File: config.mk
export PLATFORM = sky130hd
export DESIGN_NAME = irq_sleep_top
export DESIGN_NICKNAME = d
export VERILOG_FILES = /design/src/source/irq_pkg.sv /design/src/source/irq_csr_regs.sv /design/src/source/irq_arbiter.sv /design/src/source/sleep_ctrl.sv /design/src/source/irq_sleep_top.sv
export SDC_FILE = /design/constraint.sdc
export NUM_CORES = 1
export LEC_CHECK = 0
export BUFFER_PORTS_ARGS = -buffer_cell sky130_fd_sc_hd__buf_4
export CAP_MARGIN = 20
export CORE_MARGIN = 3
export CORE_UTILIZATION = 43
export CTS_CLUSTER_SIZE = 10
export DETAILED_ROUTE_END_ITERATION = 10
export GPL_ROUTABILITY_DRIVEN = 0
export PLACE_DENSITY = 0.76
export SYNTH_ARGS = -nofsm -noshare
export SYNTH_HDL_FRONTEND = slang
export SYNTH_HIERARCHICAL = 1
export SYNTH_SLANG_ARGS = --single-unit
File: constraint.sdc
create_clock -name clk_i -period 2.4 [get_ports clk_i]
set_input_delay 0.12 -clock clk_i [delete_from_list [all_inputs] [get_ports clk_i]]
set_output_delay 0.12 -clock clk_i [all_outputs]
set_load 0.005 [all_outputs]
File: src/source/irq_pkg.sv
// Machine mode only; fixed 32-line map where 31..16, 11, 7 and 3 exist and all else is reserved
`default_nettype none

package irq_pkg;

  // ------------------------------------------------------------
  // Interrupt line map
  // ------------------------------------------------------------

  // One bit per line in MIP and MIE
  localparam int unsigned NUM_IRQ = 32;

  // Implemented lines: 31..16 fast, 11 external, 7 timer, 3 software
  localparam logic [NUM_IRQ-1:0] VALID_IRQ_MASK = 32'hffff_0888;

  // Line numbers used by the priority rule
  localparam int unsigned IRQ_FAST_LO = 16;
  localparam int unsigned IRQ_FAST_HI = 31;
  localparam int unsigned IRQ_EXT     = 11;
  localparam int unsigned IRQ_SOFT    = 3;
  localparam int unsigned IRQ_TIMER   = 7;

  // ------------------------------------------------------------
  // Instruction encodings
  // ------------------------------------------------------------

  // Standard WFI
  localparam logic [31:0] WFI_INSTR = 32'h1050_0073;
  // Custom wait-for-event
  localparam logic [31:0] WFE_INSTR = 32'h8c00_0073;

  // Global enable position inside MSTATUS
  localparam int unsigned MSTATUS_MIE_BIT = 3;

  // ------------------------------------------------------------
  // Types
  // ------------------------------------------------------------
  typedef logic [NUM_IRQ-1:0] irq_vec_t;
  typedef logic [4:0]         irq_id_t;
  typedef logic [31:0]        instr_t;
  typedef logic [3:0]         wb_adr_t;
  typedef logic [31:0]        wb_data_t;

  // Register port byte addresses
  localparam wb_adr_t ADR_MIE     = 4'h0;
  localparam wb_adr_t ADR_MSTATUS = 4'h4;
  localparam wb_adr_t ADR_MIP     = 4'h8;

endpackage

`default_nettype wire

File: src/source/irq_csr_regs.sv
// Full-word Wishbone classic access only, no stall, unknown addresses read zero and drop writes
`timescale 1ns/1ps
`default_nettype none

module irq_csr_regs import irq_pkg::*; (
  input  wire logic     clk_i,
  input  wire logic     rst_ni,
  // Wishbone classic slave
  input  wire logic     wb_cyc_i,
  input  wire logic     wb_stb_i,
  input  wire logic     wb_we_i,
  input  wire wb_adr_t  wb_adr_i,
  input  wire wb_data_t wb_dat_i,
  output wb_data_t      wb_dat_o,
  output logic          wb_ack_o,
  // Interrupt side
  input  wire irq_vec_t irq_i,
  input  wire logic     irq_ack_i,
  output irq_vec_t      mip_o,
  output irq_vec_t      mie_o,
  output logic          mstatus_mie_o
);

  // ------------------------------------------------------------
  // Bus decode
  // ------------------------------------------------------------

  // New access seen, held off in the cycle right after an ack
  logic bus_req;
  logic wr_mie;
  logic wr_mstatus;
  wb_data_t rd_word;
  // Stored global enable, the output also drops while an ack is shown
  logic mstatus_mie_q;

  assign bus_req    = wb_cyc_i && wb_stb_i && !wb_ack_o;
  assign wr_mie     = bus_req && wb_we_i && (wb_adr_i == ADR_MIE);
  assign wr_mstatus = bus_req && wb_we_i && (wb_adr_i == ADR_MSTATUS);

  // Enable is seen clear from the edge that raises the ack
  assign mstatus_mie_o = mstatus_mie_q && !irq_ack_i;

  // Read mux, MSTATUS shows only the global enable
  always_comb begin
    rd_word = '0;
    case (wb_adr_i)
      ADR_MIE:     rd_word = mie_o;
      ADR_MSTATUS: rd_word[MSTATUS_MIE_BIT] = mstatus_mie_o;
      ADR_MIP:     rd_word = mip_o;
      default:     rd_word = '0;
    endcase
  end

  // ------------------------------------------------------------
  // Registers
  // ------------------------------------------------------------
  always_ff @(posedge clk_i or negedge rst_ni) begin
    if (!rst_ni) begin
      wb_ack_o      <= 1'b0;
      mie_o         <= '0;
      mstatus_mie_q <= 1'b0;
      mip_o         <= '0;
    end else begin
      wb_ack_o <= bus_req;
      // Pending lines follow the inputs one cycle late
      mip_o    <= irq_i & VALID_IRQ_MASK;
      if (wr_mie) begin
        mie_o <= wb_dat_i & VALID_IRQ_MASK;
      end
      // Taking an interrupt beats a software write
      if (irq_ack_i) begin
        mstatus_mie_q <= 1'b0;
      end else if (wr_mstatus) begin
        mstatus_mie_q <= wb_dat_i[MSTATUS_MIE_BIT];
      end
    end
  end

  // Read data is sampled with the request and shown during ack
  always_ff @(posedge clk_i) begin
    if (bus_req) begin
      wb_dat_o <= rd_word;
    end
  end

  // ------------------------------------------------------------
  // Assertions
  // ------------------------------------------------------------

  // No back-to-back acks, master must see a gap
  a_ack_gap: assert property (@(posedge clk_i) disable iff (!rst_ni)
    wb_ack_o |=> !wb_ack_o);

  // Reserved lines never reach MIP
  a_mip_reserved: assert property (@(posedge clk_i) disable iff (!rst_ni)
    (mip_o & ~VALID_IRQ_MASK) == '0);

endmodule

`default_nettype wire

File: src/source/irq_arbiter.sv
// Fixed priority 31..16, 11, 3, 7; no queue, winner recomputed every cycle while irq_ready_i is low
`timescale 1ns/1ps
`default_nettype none

module irq_arbiter import irq_pkg::*; (
  input  wire logic     clk_i,
  input  wire logic     rst_ni,
  input  wire irq_vec_t mip_i,
  input  wire irq_vec_t mie_i,
  input  wire logic     mstatus_mie_i,
  input  wire logic     irq_ready_i,
  output logic          irq_ack_o,
  output irq_id_t       irq_id_o,
  output logic          irq_wake_o
);

  // ------------------------------------------------------------
  // Selection
  // ------------------------------------------------------------
  irq_vec_t pend_en;
  logic     win_valid;
  irq_id_t  win_id;
  logic     take;

  assign pend_en = mip_i & mie_i;

  // Wake ignores the global enable
  assign irq_wake_o = |pend_en;

  // Lowest priority first, later hits override
  always_comb begin
    win_valid = 1'b0;
    win_id    = '0;
    if (pend_en[IRQ_TIMER]) begin
      win_valid = 1'b1;
      win_id    = irq_id_t'(IRQ_TIMER);
    end
    if (pend_en[IRQ_SOFT]) begin
      win_valid = 1'b1;
      win_id    = irq_id_t'(IRQ_SOFT);
    end
    if (pend_en[IRQ_EXT]) begin
      win_valid = 1'b1;
      win_id    = irq_id_t'(IRQ_EXT);
    end
    // Fast lines, highest number wins
    for (int i = IRQ_FAST_LO; i <= IRQ_FAST_HI; i++) begin
      if (pend_en[i]) begin
        win_valid = 1'b1;
        win_id    = irq_id_t'(i);
      end
    end
  end

  assign take = win_valid && mstatus_mie_i && irq_ready_i;

  // ------------------------------------------------------------
  // Acknowledge
  // ------------------------------------------------------------

  // Pulse ends because the register block drops the global enable
  always_ff @(posedge clk_i or negedge rst_ni) begin
    if (!rst_ni) begin
      irq_ack_o <= 1'b0;
    end else begin
      irq_ack_o <= take;
    end
  end

  // Id only meaningful alongside the ack
  always_ff @(posedge clk_i) begin
    irq_id_o <= win_id;
  end

  // ------------------------------------------------------------
  // Assertions
  // ------------------------------------------------------------
  a_ack_pulse: assert property (@(posedge clk_i) disable iff (!rst_ni)
    irq_ack_o |=> !irq_ack_o);

  a_id_valid: assert property (@(posedge clk_i) disable iff (!rst_ni)
    irq_ack_o |-> VALID_IRQ_MASK[irq_id_o]);

  a_id_enabled: assert property (@(posedge clk_i) disable iff (!rst_ni)
    irq_ack_o |-> mie_i[irq_id_o]);

endmodule

`default_nettype wire

File: src/source/sleep_ctrl.sv
// Sleeps only after a clean WFI/WFE retires and the pipeline drains; wake needs irq_wake_i or debug_req_i
`timescale 1ns/1ps
`default_nettype none

module sleep_ctrl import irq_pkg::*; (
  input  wire logic       clk_i,
  input  wire logic       rst_ni,
  // Retirement stage
  input  wire logic       wb_instr_valid_i,
  input  wire instr_t     wb_instr_rdata_i,
  input  wire logic       wb_instr_err_i,
  input  wire logic       wb_kill_i,
  // Debug
  input  wire logic       debug_mode_i,
  input  wire logic       debug_req_i,
  // Pipeline activity
  input  wire logic       lsu_busy_i,
  input  wire logic [1:0] alignbuf_outstanding_i,
  // Pending enabled interrupt from the arbiter
  input  wire logic       irq_wake_i,
  output logic            core_sleep_o
);

  // ------------------------------------------------------------
  // Retirement detection
  // ------------------------------------------------------------
  logic is_wait_op;
  logic wait_retire;
  logic wake;
  logic pipe_idle;
  logic in_wait_q;

  assign is_wait_op = (wb_instr_rdata_i == WFI_INSTR) || (wb_instr_rdata_i == WFE_INSTR);

  // Errored, killed or debug-mode instances are ignored
  assign wait_retire = wb_instr_valid_i && is_wait_op &&
                       !wb_instr_err_i && !wb_kill_i && !debug_mode_i;

  assign wake      = irq_wake_i || debug_req_i;
  assign pipe_idle = (alignbuf_outstanding_i == 2'd0) && !lsu_busy_i;

  // ------------------------------------------------------------
  // Wait state and sleep output
  // ------------------------------------------------------------
  always_ff @(posedge clk_i or negedge rst_ni) begin
    if (!rst_ni) begin
      in_wait_q    <= 1'b0;
      core_sleep_o <= 1'b0;
    end else begin
      // A wake source wins over a retiring wait
      if (wake) begin
        in_wait_q <= 1'b0;
      end else if (wait_retire) begin
        in_wait_q <= 1'b1;
      end
      // Once asleep, stay asleep until woken
      core_sleep_o <= in_wait_q && !wake && (pipe_idle || core_sleep_o);
    end
  end

  // ------------------------------------------------------------
  // Assertions
  // ------------------------------------------------------------

  // Sleep only from inside the wait state
  a_sleep_in_wait: assert property (@(posedge clk_i) disable iff (!rst_ni)
    core_sleep_o |-> in_wait_q);

  // Dropping sleep while waiting means the wait ends next
  a_sleep_fall: assert property (@(posedge clk_i) disable iff (!rst_ni)
    $fell(core_sleep_o) && in_wait_q |=> !in_wait_q);

endmodule

`default_nettype wire

File: src/source/irq_sleep_top.sv
// Single clock and reset; software must set MSTATUS.MIE again after every taken interrupt
`timescale 1ns/1ps
`default_nettype none

module irq_sleep_top import irq_pkg::*; (
  input  wire logic       clk_i,
  input  wire logic       rst_ni,
  // Wishbone classic register port
  input  wire logic       wb_cyc_i,
  input  wire logic       wb_stb_i,
  input  wire logic       wb_we_i,
  input  wire wb_adr_t    wb_adr_i,
  input  wire wb_data_t   wb_dat_i,
  output wb_data_t        wb_dat_o,
  output logic            wb_ack_o,
  // Interrupt lines and core handshake
  input  wire irq_vec_t   irq_i,
  input  wire logic       irq_ready_i,
  output logic            irq_ack_o,
  output irq_id_t         irq_id_o,
  // Retirement stage
  input  wire logic       wb_instr_valid_i,
  input  wire instr_t     wb_instr_rdata_i,
  input  wire logic       wb_instr_err_i,
  input  wire logic       wb_kill_i,
  // Debug and pipeline state
  input  wire logic       debug_mode_i,
  input  wire logic       debug_req_i,
  input  wire logic       lsu_busy_i,
  input  wire logic [1:0] alignbuf_outstanding_i,
  output logic            core_sleep_o
);

  // ------------------------------------------------------------
  // Internal nets
  // ------------------------------------------------------------
  irq_vec_t mip;
  irq_vec_t mie;
  logic     mstatus_mie;
  logic     irq_wake;

  // Register block, clears global enable on ack
  irq_csr_regs csr_i (
    .clk_i         (clk_i),
    .rst_ni        (rst_ni),
    .wb_cyc_i      (wb_cyc_i),
    .wb_stb_i      (wb_stb_i),
    .wb_we_i       (wb_we_i),
    .wb_adr_i      (wb_adr_i),
    .wb_dat_i      (wb_dat_i),
    .wb_dat_o      (wb_dat_o),
    .wb_ack_o      (wb_ack_o),
    .irq_i         (irq_i),
    .irq_ack_i     (irq_ack_o),
    .mip_o         (mip),
    .mie_o         (mie),
    .mstatus_mie_o (mstatus_mie)
  );

  irq_arbiter arb_i (
    .clk_i         (clk_i),
    .rst_ni        (rst_ni),
    .mip_i         (mip),
    .mie_i         (mie),
    .mstatus_mie_i (mstatus_mie),
    .irq_ready_i   (irq_ready_i),
    .irq_ack_o     (irq_ack_o),
    .irq_id_o      (irq_id_o),
    .irq_wake_o    (irq_wake)
  );

  sleep_ctrl sleep_i (
    .clk_i                  (clk_i),
    .rst_ni                 (rst_ni),
    .wb_instr_valid_i       (wb_instr_valid_i),
    .wb_instr_rdata_i       (wb_instr_rdata_i),
    .wb_instr_err_i         (wb_instr_err_i),
    .wb_kill_i              (wb_kill_i),
    .debug_mode_i           (debug_mode_i),
    .debug_req_i            (debug_req_i),
    .lsu_busy_i             (lsu_busy_i),
    .alignbuf_outstanding_i (alignbuf_outstanding_i),
    .irq_wake_i             (irq_wake),
    .core_sleep_o           (core_sleep_o)
  );

endmodule

`default_nettype wire

Yosys cells after proc, flatten, opt, wreduce, memory -nomap -nowiden

Index checks and enable logic that the tools add are counted.

Equality and inequality tests: 4
Multiplexer cells: 43
Bitwise gates (word level): 1
Reductions and logical operators: 34

Operators by type and width:

| kind                                                  | number |
|---|---|
| one-hot mux 28 bit (2 select lines)                   | 1 |
| two-way mux 4 bit                                     | 9 |
| AND 32 bit                                            | 1 |
| equality test 32 x 29 -> 1 bit, second input constant | 1 |
| equality test 32 bit, second input constant           | 1 |
| OR reduction 32 bit                                   | 1 |
| two-way mux 1 bit                                     | 24 |
| two-way mux 3 bit                                     | 6 |
| OR reduction 16 bit                                   | 1 |
| logical AND 1 bit                                     | 15 |
| OR reduction 8 bit                                    | 1 |
| zero test 1 bit                                       | 7 |
| equality test 4 x 3 -> 1 bit, second input constant   | 1 |
| equality test 4 bit, second input constant            | 1 |
| zero test 4 bit                                       | 1 |
| two-way mux 2 bit                                     | 2 |
| nonzero test 2 bit                                    | 2 |
| OR reduction 4 bit                                    | 1 |
| logical OR 1 bit                                      | 3 |
| one-hot mux 1 bit (3 select lines)                    | 1 |
| zero test 2 bit                                       | 1 |
| OR reduction 2 bit                                    | 1 |

Flip-flop bits (word level): 77
Input bits: 114
Output and inout bits: 40
Word-level logic and storage cells: 95

Logic depth before layout (Yosys ltp)

Gate-level depths: netlist of the first run.

Depth in word-level cells: 22
Gate-level depth with buffers: 7
Gate-level depth less buffers: 7

Hierarchy

The synthesis of the first run kept the hierarchy.

Modules (own cells, without submodules):

| module       | instances | cells each | area each (um^2) | seq. area each (um^2) |
|---|---|---|---|---|
| irq_csr_regs | 1         | 155        | 2436.1           | 1571.5 |
| irq_arbiter  | 1         | 60         | 484.2            | 125.1 |
| sleep_ctrl   | 1         | 24         | 221.5            | 50.0 |

Worst setup path before layout of the first run

No wires, ideal clock.

Path kind: register -> register
Start: register csr_i.mip_o[30]
End: register sleep_i.in_wait_q
Arrival time: 1989 ps
Path slack: 307 ps
Stages on the path, launching flop included: 8
Buffers on the path: 0
Clock period less this slack: 2093 ps
Path through: dfrtp_1 > a222oi_1 > and4_1 > nand3_2 > or3_1 > nor2_1 > nand3_1 > o41ai_2

Longest elaborated chain between the ends: 4
Elaborated cells between the ends (all ways): 5
Classes of those cells: mux: 1; bitwise: 1; reduce/logical: 3

RTL lines:

| element                                                        | RTL line            | source |
|---|---|---|
| from (decl)                                                    | irq_csr_regs.sv:19  | `output irq_vec_t mip_o,` |
| from (signal assigned)                                         | irq_csr_regs.sv:66  | `mip_o <= irq_i & VALID_IRQ_MASK;` |
| AND 32 bit *                                                   | irq_arbiter.sv:25   | `assign pend_en = mip_i & mie_i;` |
| OR reduction 32 bit *                                          | irq_arbiter.sv:28   | `assign irq_wake_o = \|pend_en;` |
| named net irq_wake                                             | irq_sleep_top.sv:40 | `logic irq_wake;` |
| logical OR 1 bit *                                             | sleep_ctrl.sv:39    | `assign wake = irq_wake_i \|\| debug_req_i;` |
| two-way mux 1 bit / nonzero test 2 bit (equally long branches) | n/a                 |  |
| to (signal assigned)                                           | sleep_ctrl.sv:47    | `in_wait_q <= 1'b0;` |
| to (signal assigned)                                           | sleep_ctrl.sv:52    | `in_wait_q <= 1'b0;` |
| to (signal assigned)                                           | sleep_ctrl.sv:54    | `in_wait_q <= 1'b1;` |
| to (decl)                                                      | sleep_ctrl.sv:31    | `logic in_wait_q;` |

Mark *: on every way through the listed nets, which the timed path passes. The rest lies on a longest branch.
A chain may end at the register's enable or synchronous reset.

Worst setup path after layout of the first run

Start: register csr_i.mie_o[30]
End: register sleep_i.in_wait_q

Longest elaborated chain between the ends: 4
Elaborated cells between the ends (all ways): 5
Classes of those cells: mux: 1; bitwise: 1; reduce/logical: 3

RTL lines:

| element                                                        | RTL line            | source |
|---|---|---|
| from (decl)                                                    | irq_csr_regs.sv:20  | `output irq_vec_t mie_o,` |
| from (signal assigned)                                         | irq_csr_regs.sv:68  | `mie_o <= wb_dat_i & VALID_IRQ_MASK;` |
| AND 32 bit *                                                   | irq_arbiter.sv:25   |  |
| OR reduction 32 bit *                                          | irq_arbiter.sv:28   |  |
| named net irq_wake                                             | irq_sleep_top.sv:40 |  |
| logical OR 1 bit *                                             | sleep_ctrl.sv:39    |  |
| two-way mux 1 bit / nonzero test 2 bit (equally long branches) | n/a                 |  |

Marked as above.

==> results of run 1 <==
[Yosys cell counts (3+ instances only)]
master	n	area share [%]
nor2_1	6	0.72
mux2_4	10	4.8
dfxtp_1	5	3.2
o21ai_0	3	0.48
mux2_2	9	3.2
nor2b_1	3	0.60
a22oi_1	10	2.4
a22o_1	23	6.4
a222oi_1	3	0.96
nand3_1	5	0.80
buf_4	39	9.3
dfrtp_1	43	34
nor4_2	4	1.6
nand2_1	18	2.2
edfxtp_1	19	18
[cells in the final DEF, fill, tap and decap left out, types with 2 or more instances in the layout]
cell           instances
buf_4                120
inv_1                  2
a222oi_1               3
nor4_1                 2
dfxtp_1                5
nor2_1                 5
conb_1                39
nor2b_1                3
and4bb_2               2
nor4_2                 3
nand2_1               18
a22oi_1               10
nand3_1                5
mux2_2                 9
dlygate4sd3_1         26
a22o_1                23
nand4_1                2
dfrtp_1               43
o21ai_0                3
clkinv_2               3
clkbuf_8               9
mux2_4                10
edfxtp_1              19
a221oi_1               2
[registers in the layout (all words and copies together) (netlist names)]
signal / cells
csr_i/wb_ack_o: 1
csr_i/mstatus_mie_q: 1
arb_i/irq_ack_o: 1
sleep_i/in_wait_q: 1
arb_i/irq_id_o: 5
csr_i/mip_o: 19
sleep_i/core_sleep_o: 1
csr_i/wb_dat_o: 19
csr_i/mie_o: 19
[layer usage]
| metal | vias up | global-route usage, % | part of all wire [%] |
|---|---|---|---|
| li1 | 1147 | - | - |
| met1 | 1130 | 20.7 | 38 |
| met2 | 104 | 32.1 | 53 |
| met3 | 15 | 5.88 | 6.4 |
| met4 | 0 | 6.78 | 2.4 |
| met5 | - | 0 | 0 |
[where the power goes]
part	internal [mW]	switching, mW
sequential	1.28	0.0772
clock	0.470	0.396
combinational	0.301	0.194
[worst max path at each step]
stage,from,endpoint,slack (ns),cells after the start
floorplan,csr_i/mip_o[30],sleep_i/in_wait_q,0.31,7
global placement,csr_i/mip_o[30],sleep_i/in_wait_q,0.24,7
detailed placement,csr_i/mie_o[28],sleep_i/in_wait_q,0.17,7
CTS,csr_i/mie_o[28],sleep_i/in_wait_q,0.14,7
global route,csr_i/mie_o[30],sleep_i/in_wait_q,0.02,8
finish,csr_i/mie_o[30],sleep_i/in_wait_q,0.16,8
[stage by stage]
stage	setup slack [ns]	hold slack (ns)	cells	area, sq um
CTS	0.142	0.000235	492	4440
global route	0.0156	0.00460	493	4450
global placement	0.237	0.134	450	4000
finish	0.157	0.0185	493	4450
floorplan	0.307	-0.176	277	3280
detailed placement	0.170	0.141	450	4000
[critical path: cells and delay by family (launching register included)]
family,cells,cell delay [ns]
flip-flops,1,0.43
AND/OR/NAND/NOR,5,0.96
AO/OA/AOI/OAI,2,0.55
buffers and inverters,1,0.18
[cells by family after synthesis]
group / Yosys count
AOI/OAI and AO/OA: 52
and+or+nand+nor: 56
buffers and inverters: 44
other: 1
muxes: 19
DFF: 67
[repair_timing]
action | 4_1_cts | 5_1_grt
endpoints found under the setup margin | 0 | 1
endpoints found under the hold margin | 68 | 0
buffers inserted | 0 | 1
hold buffers | 26 | 0
[cell type report]
type	instances	area [sq um]
well taps	96	120
repair buffers	146	1160
fillers	533	2500
clock inverters	6	56.3
multi-input cells	166	1230
flip-flops and latches	67	1750
inverters	2	7.51
clock buffers	10	128
==> report_table.html, run 1 <==
<table>
<tr><th>Metric</th><th>Value</th></tr>
<tr><th colspan="2">Die</th></tr>
<tr><td>Floorplan row count</td><td>30</td></tr>
<tr><td>I/O pins</td><td>154</td></tr>
<tr><td>Width of the chip</td><td>91.5 microns</td></tr>
<tr><td>Die footprint</td><td>approximately 8400 sq um</td></tr>
<tr><td>Effective utilization at floorplan</td><td>45.2%</td></tr>
<tr><td>Placeable Area</td><td>6940 sq um</td></tr>
<tr><td>Die height</td><td>91.5 microns</td></tr>
<tr><th colspan="2">Clock network</th></tr>
<tr><td>Cell at the root of the clock tree</td><td>clkbuf_8</td></tr>
<tr><td>Clock network latency to the later pin of the worst-skew pair</td><td>~0.34 ns</td></tr>
<tr><td>Post_cts resized</td><td>0</td></tr>
<tr><td>Cts bufs inserted</td><td>9</td></tr>
<tr><td>TritonCTS clock tree</td><td>yes</td></tr>
<tr><td>Clock Path Buffers</td><td>2</td></tr>
<tr><td>Number of levels in the clock H-tree</td><td>3</td></tr>
<tr><td>Clock transition time at the flip-flop clock pins of the worst setup and hold paths</td><td>~0.07 ns</td></tr>
<tr><td>Clock sink count</td><td>67</td></tr>
<tr><th colspan="2">Run</th></tr>
<tr><td>Max-cap violations</td><td>0</td></tr>
<tr><th colspan="2">Min path</th></tr>
<tr><td>Launch instance of the worst min-delay path</td><td>wb_dat_i[17]</td></tr>
<tr><td>Endpoint, Worst Hold</td><td>csr_i/mie_o[17]</td></tr>
<tr><td>Class of the worst hold path</td><td>in2reg</td></tr>
<tr><td>Cells on Worst Hold Path</td><td>2</td></tr>
<tr><th colspan="2">Global routing</th></tr>
<tr><td>Antenna violations before repair</td><td>0</td></tr>
<tr><td>Maximum number of pins on one net before global-route repair</td><td>44</td></tr>
<tr><td>Global route overflow</td><td>0</td></tr>
<tr><td>Total Routing Usage GR</td><td>18.3%</td></tr>
<tr><td>Wire length of the first global-routing pass</td><td>around 12000 microns</td></tr>
<tr><td>Number of global-route vias before repair</td><td>approximately 2500</td></tr>
<tr><th colspan="2">Synth</th></tr>
<tr><td>Predominant post-synthesis flop cell</td><td>dfrtp_1</td></tr>
<tr><td>Share of the yosys chip area belonging to registers</td><td>between 50 and 60%</td></tr>
<tr><td>XOR/XNOR Fraction of Synth Area</td><td>0%</td></tr>
<tr><td>Number of distinct standard cells referenced by the synthesized netlist</td><td>47</td></tr>
<tr><td>Post-synthesis share of cell area spent on and, or, nand and nor gates</td><td>between 10% and 20%</td></tr>
<tr><td>Portion of netlist area occupied by mux cells</td><td>8.00%</td></tr>
<tr><td>Post-synthesis instance area</td><td>3140 sq um</td></tr>
<tr><td>Mean Syn Cell Area</td><td>13.1 sq um</td></tr>
<tr><td>Dominant combinational cell family by area after synthesis</td><td>compound AO/OA/AOI/OAI gates</td></tr>
<tr><td>Adder-cell area share of the yosys netlist</td><td>0%</td></tr>
<tr><td>Post-synthesis register bit count</td><td>67</td></tr>
<tr><td>Share of flip-flops with an asynchronous set or reset after synthesis</td><td>between 60 and 70%</td></tr>
<tr><td>Compound-gate portion of the synthesized area</td><td>13.8%</td></tr>
<tr><td>Synthesized instance count</td><td>239</td></tr>
<tr><td>EDFF count, synth</td><td>19</td></tr>
<tr><td>Total of warnings raised by yosys</td><td>6</td></tr>
<tr><th colspan="2">Worst setup path</th></tr>
<tr><td>Critical path launch point type</td><td>register</td></tr>
<tr><td>Worst endpoint data arrival time</td><td>2.47 ns</td></tr>
<tr><td>Largest fanout on the critical path</td><td>5</td></tr>
<tr><td>Reg-to-reg startpoint</td><td>csr_i/mie_o[30]</td></tr>
<tr><td>Worst Path Class, Setup</td><td>reg2reg</td></tr>
<tr><td>Highest-delay cell along the critical path</td><td>dfrtp_1</td></tr>
<tr><td>Endpoint of the most critical register-to-register path</td><td>sleep_i/in_wait_q</td></tr>
<tr><td>Reg2Reg Depth</td><td>8</td></tr>
<tr><td>Critical path required time</td><td>about 2.6 ns</td></tr>
<tr><td>Endpoint type of the worst setup path</td><td>register</td></tr>
<tr><td>Flop2flop setup slack</td><td>0.16 ns</td></tr>
<tr><td>CP Cell Sequence</td><td>a222oi_1 &gt; buf_4 &gt; and4_1 &gt; nand3_2 &gt; or3_1 &gt; nor2_1 &gt; nand3_1 &gt; o41ai_2</td></tr>
<tr><td>Delay of the slowest critical-path stage</td><td>0.43 ns</td></tr>
<tr><th colspan="2">STA</th></tr>
<tr><td>Tightest slew margin relative to the limit</td><td>59.0%</td></tr>
<tr><td>Unrepaired setup endpoints after global routing</td><td>no</td></tr>
<tr><td>Summed negative setup slack over all endpoints</td><td>0 ns</td></tr>
<tr><td># setup viols final</td><td>0</td></tr>
<tr><td>Final min period</td><td>2.24 ns</td></tr>
<tr><td>Number of slew-limit violations in the final report</td><td>0</td></tr>
<tr><td>Hold violation total from the final report</td><td>0</td></tr>
<tr><td>Worst slew pin tran</td><td>0.611 ns</td></tr>
<tr><td>Final Cycle Share</td><td>between 90% and 100%</td></tr>
<tr><td>FMAX</td><td>446 MHz</td></tr>
<tr><td>Clock tree skew after final layout</td><td>0.00721 ns</td></tr>
<tr><th colspan="2">Drt</th></tr>
<tr><td>Average wire per standard cell</td><td>~15 microns</td></tr>
<tr><td>Number of nets still failing antenna checks after routing</td><td>0</td></tr>
<tr><td>Detailed Route Iter0 Violations</td><td>113</td></tr>
<tr><td>DRC violations left</td><td>0</td></tr>
<tr><td>Drt pass-1 iters</td><td>4</td></tr>
<tr><td>Vias per Instance</td><td>4.86</td></tr>
<tr><td>Via count</td><td>around 2400</td></tr>
<tr><td>Wirelength, routed</td><td>7450 microns</td></tr>
<tr><th colspan="2">Power and ir drop</th></tr>
<tr><td>Worst VDD drop</td><td>0.456 mV</td></tr>
<tr><td>LEAKAGE</td><td>2.07 nW</td></tr>
<tr><td>Pwr Density</td><td>just over 600 nW/um^2</td></tr>
<tr><td>Tot Pwr</td><td>2.72 mW</td></tr>
<tr><th colspan="2">Finish</th></tr>
<tr><td>Ant diodes</td><td>0</td></tr>
<tr><td>Layout overhead on the synthesized area</td><td>41.5%</td></tr>
<tr><td>Number of nets in the layout</td><td>506</td></tr>
<tr><td>Share of final-layout standard cells stronger than drive strength 1</td><td>42.1%</td></tr>
<tr><td>Core utilization of the finished layout</td><td>64.0%</td></tr>
<tr><th colspan="2">Status</th></tr>
<tr><td>Run status</td><td>complete, no violations</td></tr>
<tr><th colspan="2">Place</th></tr>
<tr><td>Count of input and output buffers</td><td>about 110</td></tr>
<tr><td>Hpwl dp</td><td>5480 microns</td></tr>
</table>
No activity file was read; power rests on OpenSTA's default activity.
==> run 2: changes to the inputs <==
PLACE_DENSITY = 0.81   (was 0.76)
==> run 2 against run 1 <==
Net effect:
- clock skew rose by 0.0035 ns
- worst setup slack improved by 0.039 ns
- sequential power barely moved
- non-clock buffer count fell by 8
- wire length rose by 10%
- register-to-register slack improved by 0.04 ns
==> report_table.html, run 2 (synthesis gave the netlist of run 1 again) <==
<table>
<tr><th>Metric</th><th>Value</th></tr>
<tr><th colspan="2">Power and ir drop</th></tr>
<tr><td>LEAKAGE</td><td>2.08 nW</td></tr>
<tr><td>Worst VDD drop</td><td>around 0.37 mV</td></tr>
<tr><td>Pwr Density</td><td>approximately 690 nW/um^2</td></tr>
<tr><th colspan="2">STA</th></tr>
<tr><td>Final min period</td><td>2.20 ns</td></tr>
<tr><td>Final Cycle Share</td><td>between 90% and 100%</td></tr>
<tr><td>Unrepaired setup endpoints after global routing</td><td>no</td></tr>
<tr><td>Number of slew-limit violations in the final report</td><td>0</td></tr>
<tr><td>Clock tree skew after final layout</td><td>0.0107 ns</td></tr>
<tr><td>Tightest slew margin relative to the limit</td><td>around three fifths</td></tr>
<tr><td>Hold violation total from the final report</td><td>0</td></tr>
<tr><td>FMAX</td><td>454 MHz</td></tr>
<tr><td>Worst slew pin tran</td><td>between 0.6 and 0.7 ns</td></tr>
<tr><td># setup viols final</td><td>0</td></tr>
<tr><td>Summed negative setup slack over all endpoints</td><td>0 ns</td></tr>
<tr><th colspan="2">Drt</th></tr>
<tr><td>Wirelength, routed</td><td>a little over 8000 microns</td></tr>
<tr><td>Via count</td><td>roughly 2400</td></tr>
<tr><td>Number of nets still failing antenna checks after routing</td><td>0</td></tr>
<tr><td>DRC violations left</td><td>0</td></tr>
<tr><td>Detailed Route Iter0 Violations</td><td>67</td></tr>
<tr><td>Vias per Instance</td><td>5.00</td></tr>
<tr><td>Average wire per standard cell</td><td>16.9 microns</td></tr>
<tr><td>Drt pass-1 iters</td><td>4</td></tr>
<tr><th colspan="2">Die</th></tr>
<tr><td>Placeable Area</td><td>6940 sq um</td></tr>
<tr><td>Floorplan row count</td><td>30</td></tr>
<tr><td>I/O pins</td><td>154</td></tr>
<tr><td>Die footprint</td><td>8370 sq um</td></tr>
<tr><td>Effective utilization at floorplan</td><td>45.2%</td></tr>
<tr><td>Die height</td><td>91.5 microns</td></tr>
<tr><td>Width of the chip</td><td>~90 microns</td></tr>
<tr><th colspan="2">Worst setup path</th></tr>
<tr><td>Worst endpoint data arrival time</td><td>between 2 and 2.5 ns</td></tr>
<tr><td>Delay of the slowest critical-path stage</td><td>~0.43 ns</td></tr>
<tr><td>CP Cell Sequence</td><td>a22o_1 &gt; nor4_2 &gt; nand3_2 &gt; or3_1 &gt; nor2_1 &gt; nand3_1 &gt; o41ai_2</td></tr>
<tr><td>Worst Path Class, Setup</td><td>reg2reg</td></tr>
<tr><td>CP delay by family, top</td><td>simple AND/OR/NAND/NOR gates</td></tr>
<tr><td>Reg-to-reg startpoint</td><td>csr_i/mip_o[18]</td></tr>
<tr><td>Critical path required time</td><td>2.63 ns</td></tr>
<tr><td>Largest fanout on the critical path</td><td>3</td></tr>
<tr><td>Endpoint type of the worst setup path</td><td>register</td></tr>
<tr><td>Critical path launch point type</td><td>register</td></tr>
<tr><td>Highest-delay cell along the critical path</td><td>nor4_2</td></tr>
<tr><td>Crit path buffers/inverters</td><td>0</td></tr>
<tr><td>Critical Path Start</td><td>csr_i/mip_o[18]</td></tr>
<tr><th colspan="2">Place</th></tr>
<tr><td>Hpwl dp</td><td>5880 microns</td></tr>
<tr><td>Placed Area</td><td>3990 sq um</td></tr>
<tr><td>Count of input and output buffers</td><td>114</td></tr>
<tr><th colspan="2">Clock network</th></tr>
<tr><td>Clock network latency to the later pin of the worst-skew pair</td><td>roughly 0.34 ns</td></tr>
<tr><td>TritonCTS clock tree</td><td>yes</td></tr>
<tr><td>Number of levels in the clock H-tree</td><td>3</td></tr>
<tr><td>Clock Path Buffers</td><td>2</td></tr>
<tr><td>Clock transition time at the flip-flop clock pins of the worst setup and hold paths</td><td>0.08 ns</td></tr>
<tr><td>Cts bufs inserted</td><td>9</td></tr>
<tr><td>Clock sink count</td><td>67</td></tr>
<tr><td>Cell at the root of the clock tree</td><td>clkbuf_8</td></tr>
<tr><th colspan="2">Global routing</th></tr>
<tr><td>Total Routing Usage GR</td><td>20.2%</td></tr>
<tr><td>Wire length of the first global-routing pass</td><td>around 13000 microns</td></tr>
<tr><td>Number of global-route vias before repair</td><td>2593</td></tr>
<tr><td>Antenna violations before repair</td><td>0</td></tr>
<tr><td>Maximum number of pins on one net before global-route repair</td><td>44</td></tr>
<tr><td>Global route overflow</td><td>0</td></tr>
<tr><th colspan="2">Finish</th></tr>
<tr><td>Layout overhead on the synthesized area</td><td>41.9%</td></tr>
<tr><td>Ant diodes</td><td>0</td></tr>
<tr><td>Storage element area</td><td>approximately 1700 sq um</td></tr>
<tr><td>Number of filler instances in the final layout</td><td>526</td></tr>
<tr><td>Multi-input logic area</td><td>between 1000 and 1500 sq um</td></tr>
<tr><td>Share of final-layout standard cells stronger than drive strength 1</td><td>43.2%</td></tr>
<tr><td>Highest-count cells in the layout ignoring fill and taps</td><td>118 x buf_4, 43 x dfrtp_1, 39 x conb_1, 23 x a22o_1, 20 x dlygate4sd3_1</td></tr>
<tr><td>Cell area after layout</td><td>4460 sq um</td></tr>
<tr><td>Largest registers</td><td>csr_i/mie_o: 19 flops, csr_i/mip_o: 19 flops, csr_i/wb_dat_o: 19 flops</td></tr>
<tr><td>Leading cell type in the layout, fill and taps excluded</td><td>buf_4</td></tr>
<tr><td>Number of nets in the layout</td><td>498</td></tr>
<tr><th colspan="2">Min path</th></tr>
<tr><td>Launch instance of the worst min-delay path</td><td>wb_dat_i[28]</td></tr>
<tr><td>Class of the worst hold path</td><td>in2reg</td></tr>
<tr><th colspan="2">Run</th></tr>
<tr><td>Max-cap violations</td><td>0</td></tr>
<tr><th colspan="2">Status</th></tr>
<tr><td>Run status</td><td>complete, no violations</td></tr>
</table>
-- run 2: changes by cell type in the layout (fill, tap and decap cells not counted), sizes merged --
cell,change
dlygate4sd3,-6
bufinv,+3
clkinv,-3
buf,-2
inv,+2
clkbuf,-1
clkinvlp,-1
-- run 2: worst register-to-register path, delay by kind of cell, from the launching register on --
family	cells	cell delay, ns
AOI/OAI and AO/OA	2	0.48
DFF	1	0.41
and+or+nand+nor	5	1.20
-- run 2: timing repair --
item	in CTS	in global routing
buffers inserted	0	0
hold buffers	20	0
resized for setup	0	1
hold endpoints to repair	62	0
endpoints found under the setup margin	0	1
-- run 2: area by class of cell --
type                            instances  area share [%]
Sequential cell                        67            39.2
Multi-Input combinational cell        166            27.6
Timing Repair Buffer                  138            24.4
Clock inverter                          7            3.28
Clock buffer                            9            2.78
Tap cell                               96            2.69
Inverter                                2           0.168
-- run 2: worst paths after layout --
kind,end,depth (start not counted),slack [ns]
max,sleep_i/in_wait_q,7,0.20
max reg2reg,sleep_i/in_wait_q,7,0.20
max in group asynchronous,csr_i/mip_o[3],2,1.69
min,csr_i/mie_o[28],2,0.01
min in group asynchronous,csr_i/mip_o[29],2,0.30
min reg2reg,sleep_i/in_wait_q,2,0.50
-- run 2: layer usage --
layer / vias up / part of all wire (%) / GRT usage [%]
met5: - / 0 / 0
met4: 0 / 1.8 / 8.42
met3: 14 / 5.8 / 4.14
met2: 104 / 55 / 36.1
met1: 1174 / 37 / 23.4
li1: 1135 / - / -
-- run 2: where the power goes --
group	switching [mW]	leakage [nW]	internal (mW)
Combinational	0.201	1.17	0.289
Sequential	0.0818	0.769	1.28
Clock	0.436	0.134	0.804
-- run 2: per-stage QoR --
step | instances | hold WS [ns] | power, mW | util [%] | worst slack [ns]
after floorplan | 277 | -0.176 | 1.60 | - | 0.307
after global placement | 449 | 0.135 | 1.81 | 57.4 | 0.229
after detailed placement | 449 | 0.153 | 1.83 | 57.4 | 0.229
after CTS | 485 | 0.00498 | 3.10 | 64.2 | 0.191
after global routing | 485 | 0.00245 | 3.21 | 64.2 | 0.00930
final | 485 | 0.0119 | 3.09 | 64.2 | 0.196
==> run 3: changes to the inputs <==
BUFFER_PORTS_ARGS = not set   (was -buffer_cell sky130_fd_sc_hd__buf_4)
CORE_UTILIZATION = 55   (was 43)
DONT_BUFFER_PORTS = 1   (was not set)
PLACE_DENSITY = 0.75   (was 0.81)
==> run 3 against run 2 <==
Net effect:
- clock-buffer cell count is 6 higher
- register-to-register slack worse by 0.03 ns
- non-clock buffer count shrank 79
- largest cell class unchanged
- global-route usage grew 3.3 points
- clock skew is 0.0017 ns lower
- clock power is 20% lower
- combinational power is 28% lower
- first-iteration DRC count increased by 110%
- maximum frequency shrank 1.2%
- worst setup slack got worse by 0.026 ns
- core utilization up 9.0 points
==> report_table.html, run 3 (synthesis gave the netlist of run 1 again) <==
<table>
<tr><th>Metric</th><th>Value</th></tr>
<tr><th colspan="2">Status</th></tr>
<tr><td>Run status</td><td>complete, no violations</td></tr>
<tr><th colspan="2">Global routing</th></tr>
<tr><td>Total Routing Usage GR</td><td>between 20% and 30%</td></tr>
<tr><td>Maximum number of pins on one net before global-route repair</td><td>44</td></tr>
<tr><td>M1 GR Usage</td><td>26.4%</td></tr>
<tr><td>Number of global-route vias before repair</td><td>2177</td></tr>
<tr><td>Global route overflow</td><td>0</td></tr>
<tr><td>Antenna violations before repair</td><td>0</td></tr>
<tr><td>Met3 layer usage reported by global route</td><td>slightly below 7%</td></tr>
<tr><td>Most used routing layer in global routing</td><td>met2</td></tr>
<tr><td>Met2 track demand over resource</td><td>approximately two fifths</td></tr>
<tr><td>Wire length of the first global-routing pass</td><td>11200 microns</td></tr>
<tr><th colspan="2">Power and ir drop</th></tr>
<tr><td>Share of total power in combinational logic</td><td>13.0%</td></tr>
<tr><td>Pwr Density</td><td>698 nW/um^2</td></tr>
<tr><td>LEAKAGE</td><td>1.66 nW</td></tr>
<tr><td>Fraction of power spent switching nets</td><td>about a quarter</td></tr>
<tr><td>Clock group share of total power</td><td>36.5%</td></tr>
<tr><td>Sw power</td><td>approximately 0.64 mW</td></tr>
<tr><td>Share of total power in sequential cells</td><td>50.5%</td></tr>
<tr><td>Worst VDD drop</td><td>0.508 mV</td></tr>
<tr><td>Pint</td><td>between 2 and 2.5 mW</td></tr>
<tr><th colspan="2">Finish</th></tr>
<tr><td>Leading cell type in the layout, fill and taps excluded</td><td>dlygate4sd3_1</td></tr>
<tr><td>Ant diodes</td><td>0</td></tr>
<tr><td>Number of nets in the layout</td><td>about 420</td></tr>
<tr><td>Core utilization of the finished layout</td><td>73.2%</td></tr>
<tr><td>Layout overhead on the synthesized area</td><td>23.6%</td></tr>
<tr><td>Largest registers</td><td>csr_i/mie_o: 19 flops, csr_i/mip_o: 19 flops, csr_i/wb_dat_o: 19 flops</td></tr>
<tr><td>Highest-count cells in the layout ignoring fill and taps</td><td>52 x dlygate4sd3_1, 43 x dfrtp_1, 39 x conb_1, 23 x a22o_1, 19 x edfxtp_1</td></tr>
<tr><td>Share of final-layout standard cells stronger than drive strength 1</td><td>18.1%</td></tr>
<tr><th colspan="2">Drt</th></tr>
<tr><td>Detailed Route Iter0 Violations</td><td>140</td></tr>
<tr><td>Wirelength, routed</td><td>7310 microns</td></tr>
<tr><td>Number of nets still failing antenna checks after routing</td><td>0</td></tr>
<tr><td>Vias per Instance</td><td>roughly 5.6</td></tr>
<tr><td>DRC violations left</td><td>0</td></tr>
<tr><td>Average wire per standard cell</td><td>19.2 microns</td></tr>
<tr><td>Via count</td><td>2140</td></tr>
<tr><td>Drt pass-1 iters</td><td>4</td></tr>
<tr><th colspan="2">Worst setup path</th></tr>
<tr><td>Reg-to-reg startpoint</td><td>csr_i/mie_o[28]</td></tr>
<tr><td>Critical Path Start</td><td>csr_i/mie_o[28]</td></tr>
<tr><td>Endpoint type of the worst setup path</td><td>register</td></tr>
<tr><td>Critical path launch point type</td><td>register</td></tr>
<tr><td>Worst endpoint data arrival time</td><td>between 2 and 2.5 ns</td></tr>
<tr><td>Worst Path Class, Setup</td><td>reg2reg</td></tr>
<tr><td>Largest fanout on the critical path</td><td>3</td></tr>
<tr><td>Critical path required time</td><td>2.64 ns</td></tr>
<tr><th colspan="2">Clock network</th></tr>
<tr><td>TritonCTS clock tree</td><td>yes</td></tr>
<tr><td>Cell at the root of the clock tree</td><td>clkbuf_8</td></tr>
<tr><td>Clock transition time at the flip-flop clock pins of the worst setup and hold paths</td><td>~0.070 ns</td></tr>
<tr><td>Clock Path Buffers</td><td>2</td></tr>
<tr><td>Clock sink count</td><td>67</td></tr>
<tr><td>Cts bufs inserted</td><td>9</td></tr>
<tr><td>Clock network latency to the later pin of the worst-skew pair</td><td>0.34 ns</td></tr>
<tr><td>Number of levels in the clock H-tree</td><td>3</td></tr>
<tr><th colspan="2">STA</th></tr>
<tr><td>Number of slew-limit violations in the final report</td><td>0</td></tr>
<tr><td>Unrepaired setup endpoints after global routing</td><td>no</td></tr>
<tr><td>Final worst setup slack</td><td>between 0.15 and 0.2 ns</td></tr>
<tr><td># setup viols final</td><td>0</td></tr>
<tr><td>Hold violation total from the final report</td><td>0</td></tr>
<tr><td>Hold slack</td><td>0.0186 ns</td></tr>
<tr><td>Tightest slew margin relative to the limit</td><td>52.9%</td></tr>
<tr><td>Final Cycle Share</td><td>between 90 and 100%</td></tr>
<tr><td>Summed negative setup slack over all endpoints</td><td>0 ns</td></tr>
<tr><td>Final min period</td><td>2.23 ns</td></tr>
<tr><td>FMAX</td><td>448 MHz</td></tr>
<tr><td>Clock tree skew after final layout</td><td>0.00901 ns</td></tr>
<tr><td>Worst slew pin tran</td><td>between 0.7 and 0.8 ns</td></tr>
<tr><th colspan="2">Die</th></tr>
<tr><td>Width of the chip</td><td>81.6 microns</td></tr>
<tr><td>Placeable Area</td><td>5300 sq um</td></tr>
<tr><td>I/O pins</td><td>154</td></tr>
<tr><td>Die height</td><td>81.6 microns</td></tr>
<tr><td>Die footprint</td><td>6660 sq um</td></tr>
<tr><td>Effective utilization at floorplan</td><td>about 59%</td></tr>
<tr><td>Floorplan row count</td><td>26</td></tr>
<tr><th colspan="2">Min path</th></tr>
<tr><td>Class of the worst hold path</td><td>in2reg</td></tr>
<tr><td>Launch instance of the worst min-delay path</td><td>wb_adr_i[0]</td></tr>
<tr><th colspan="2">Place</th></tr>
<tr><td>Hpwl dp</td><td>4950 microns</td></tr>
<tr><td>Count of input and output buffers</td><td>0</td></tr>
<tr><td>Post-Place Worst Slack</td><td>around 0.14 ns</td></tr>
<tr><th colspan="2">Run</th></tr>
<tr><td>Max-cap violations</td><td>0</td></tr>
</table>
## run 3: changes by cell type in the layout (fill, tap and decap cells not counted), sizes merged
cell	delta
buf	-111
bufinv	-3
clkbuf	+6
clkinv	-1
dlygate4sd3	+32
inv	-2
## run 3: power groups by stage
stage	logic [mW]	clock network (mW)	registers [mW]
after floorplan	0.241	0	1.36
after global placement	0.244	0	1.39
after detailed placement	0.248	0	1.39
after CTS	0.335	1.01	1.37
after global routing	0.385	1.07	1.38
final	0.352	0.990	1.37
## run 3: layer usage
layer	share of wire [%]	vias up
met5	0	-
met4	3.0	0
met3	6.8	18
met2	53	92
met1	37	1058
li1	-	972
## run 3: per-stage QoR
stage                     std cells  total power [mW]  instance area [sq um]
final                           380              2.71                   3880
after global routing            380              2.84                   3880
after CTS                       379              2.72                   3870
after detailed placement        310              1.64                   3110
after global placement          310              1.63                   3110
after floorplan                 277              1.60                   3280
## run 3: path summary, 6_finish.rpt
path,cells after the start,slack (ns),endpoint
setup / recovery,7,0.17,sleep_i/in_wait_q
hold / removal,2,0.02,csr_i/mstatus_mie_q
setup reg to reg,7,0.17,sleep_i/in_wait_q
hold reg to reg,2,0.51,sleep_i/in_wait_q
max in group asynchronous,2,1.89,csr_i/mie_o[24]
min in group asynchronous,2,0.29,csr_i/mie_o[28]
## run 3: area by class of cell
cell class	count	area, sq um
Fill cell	359	1420
Multi-Input combinational cell	166	1230
Inverter	2	7.51
Sequential cell	67	1750
Clock inverter	1	30.0
Timing Repair Buffer	59	593
Tap cell	70	87.6
Clock buffer	15	186
## run 3: critical path, cell delays in order (launching register included)
cell      delay, ns
dfrtp_1        0.41
a222oi_1       0.46
and4_4         0.34
nand3_2        0.08
or3_1          0.42
nor2_2         0.12
nand3_1        0.09
o41ai_2        0.21
## run 3: repair_timing
item	in CTS	in global routing
setup endpoints to repair	0	1
gates resized for setup	0	3
setup buffers	0	1
hold buffers	53	0
endpoints found under the hold margin	85	0
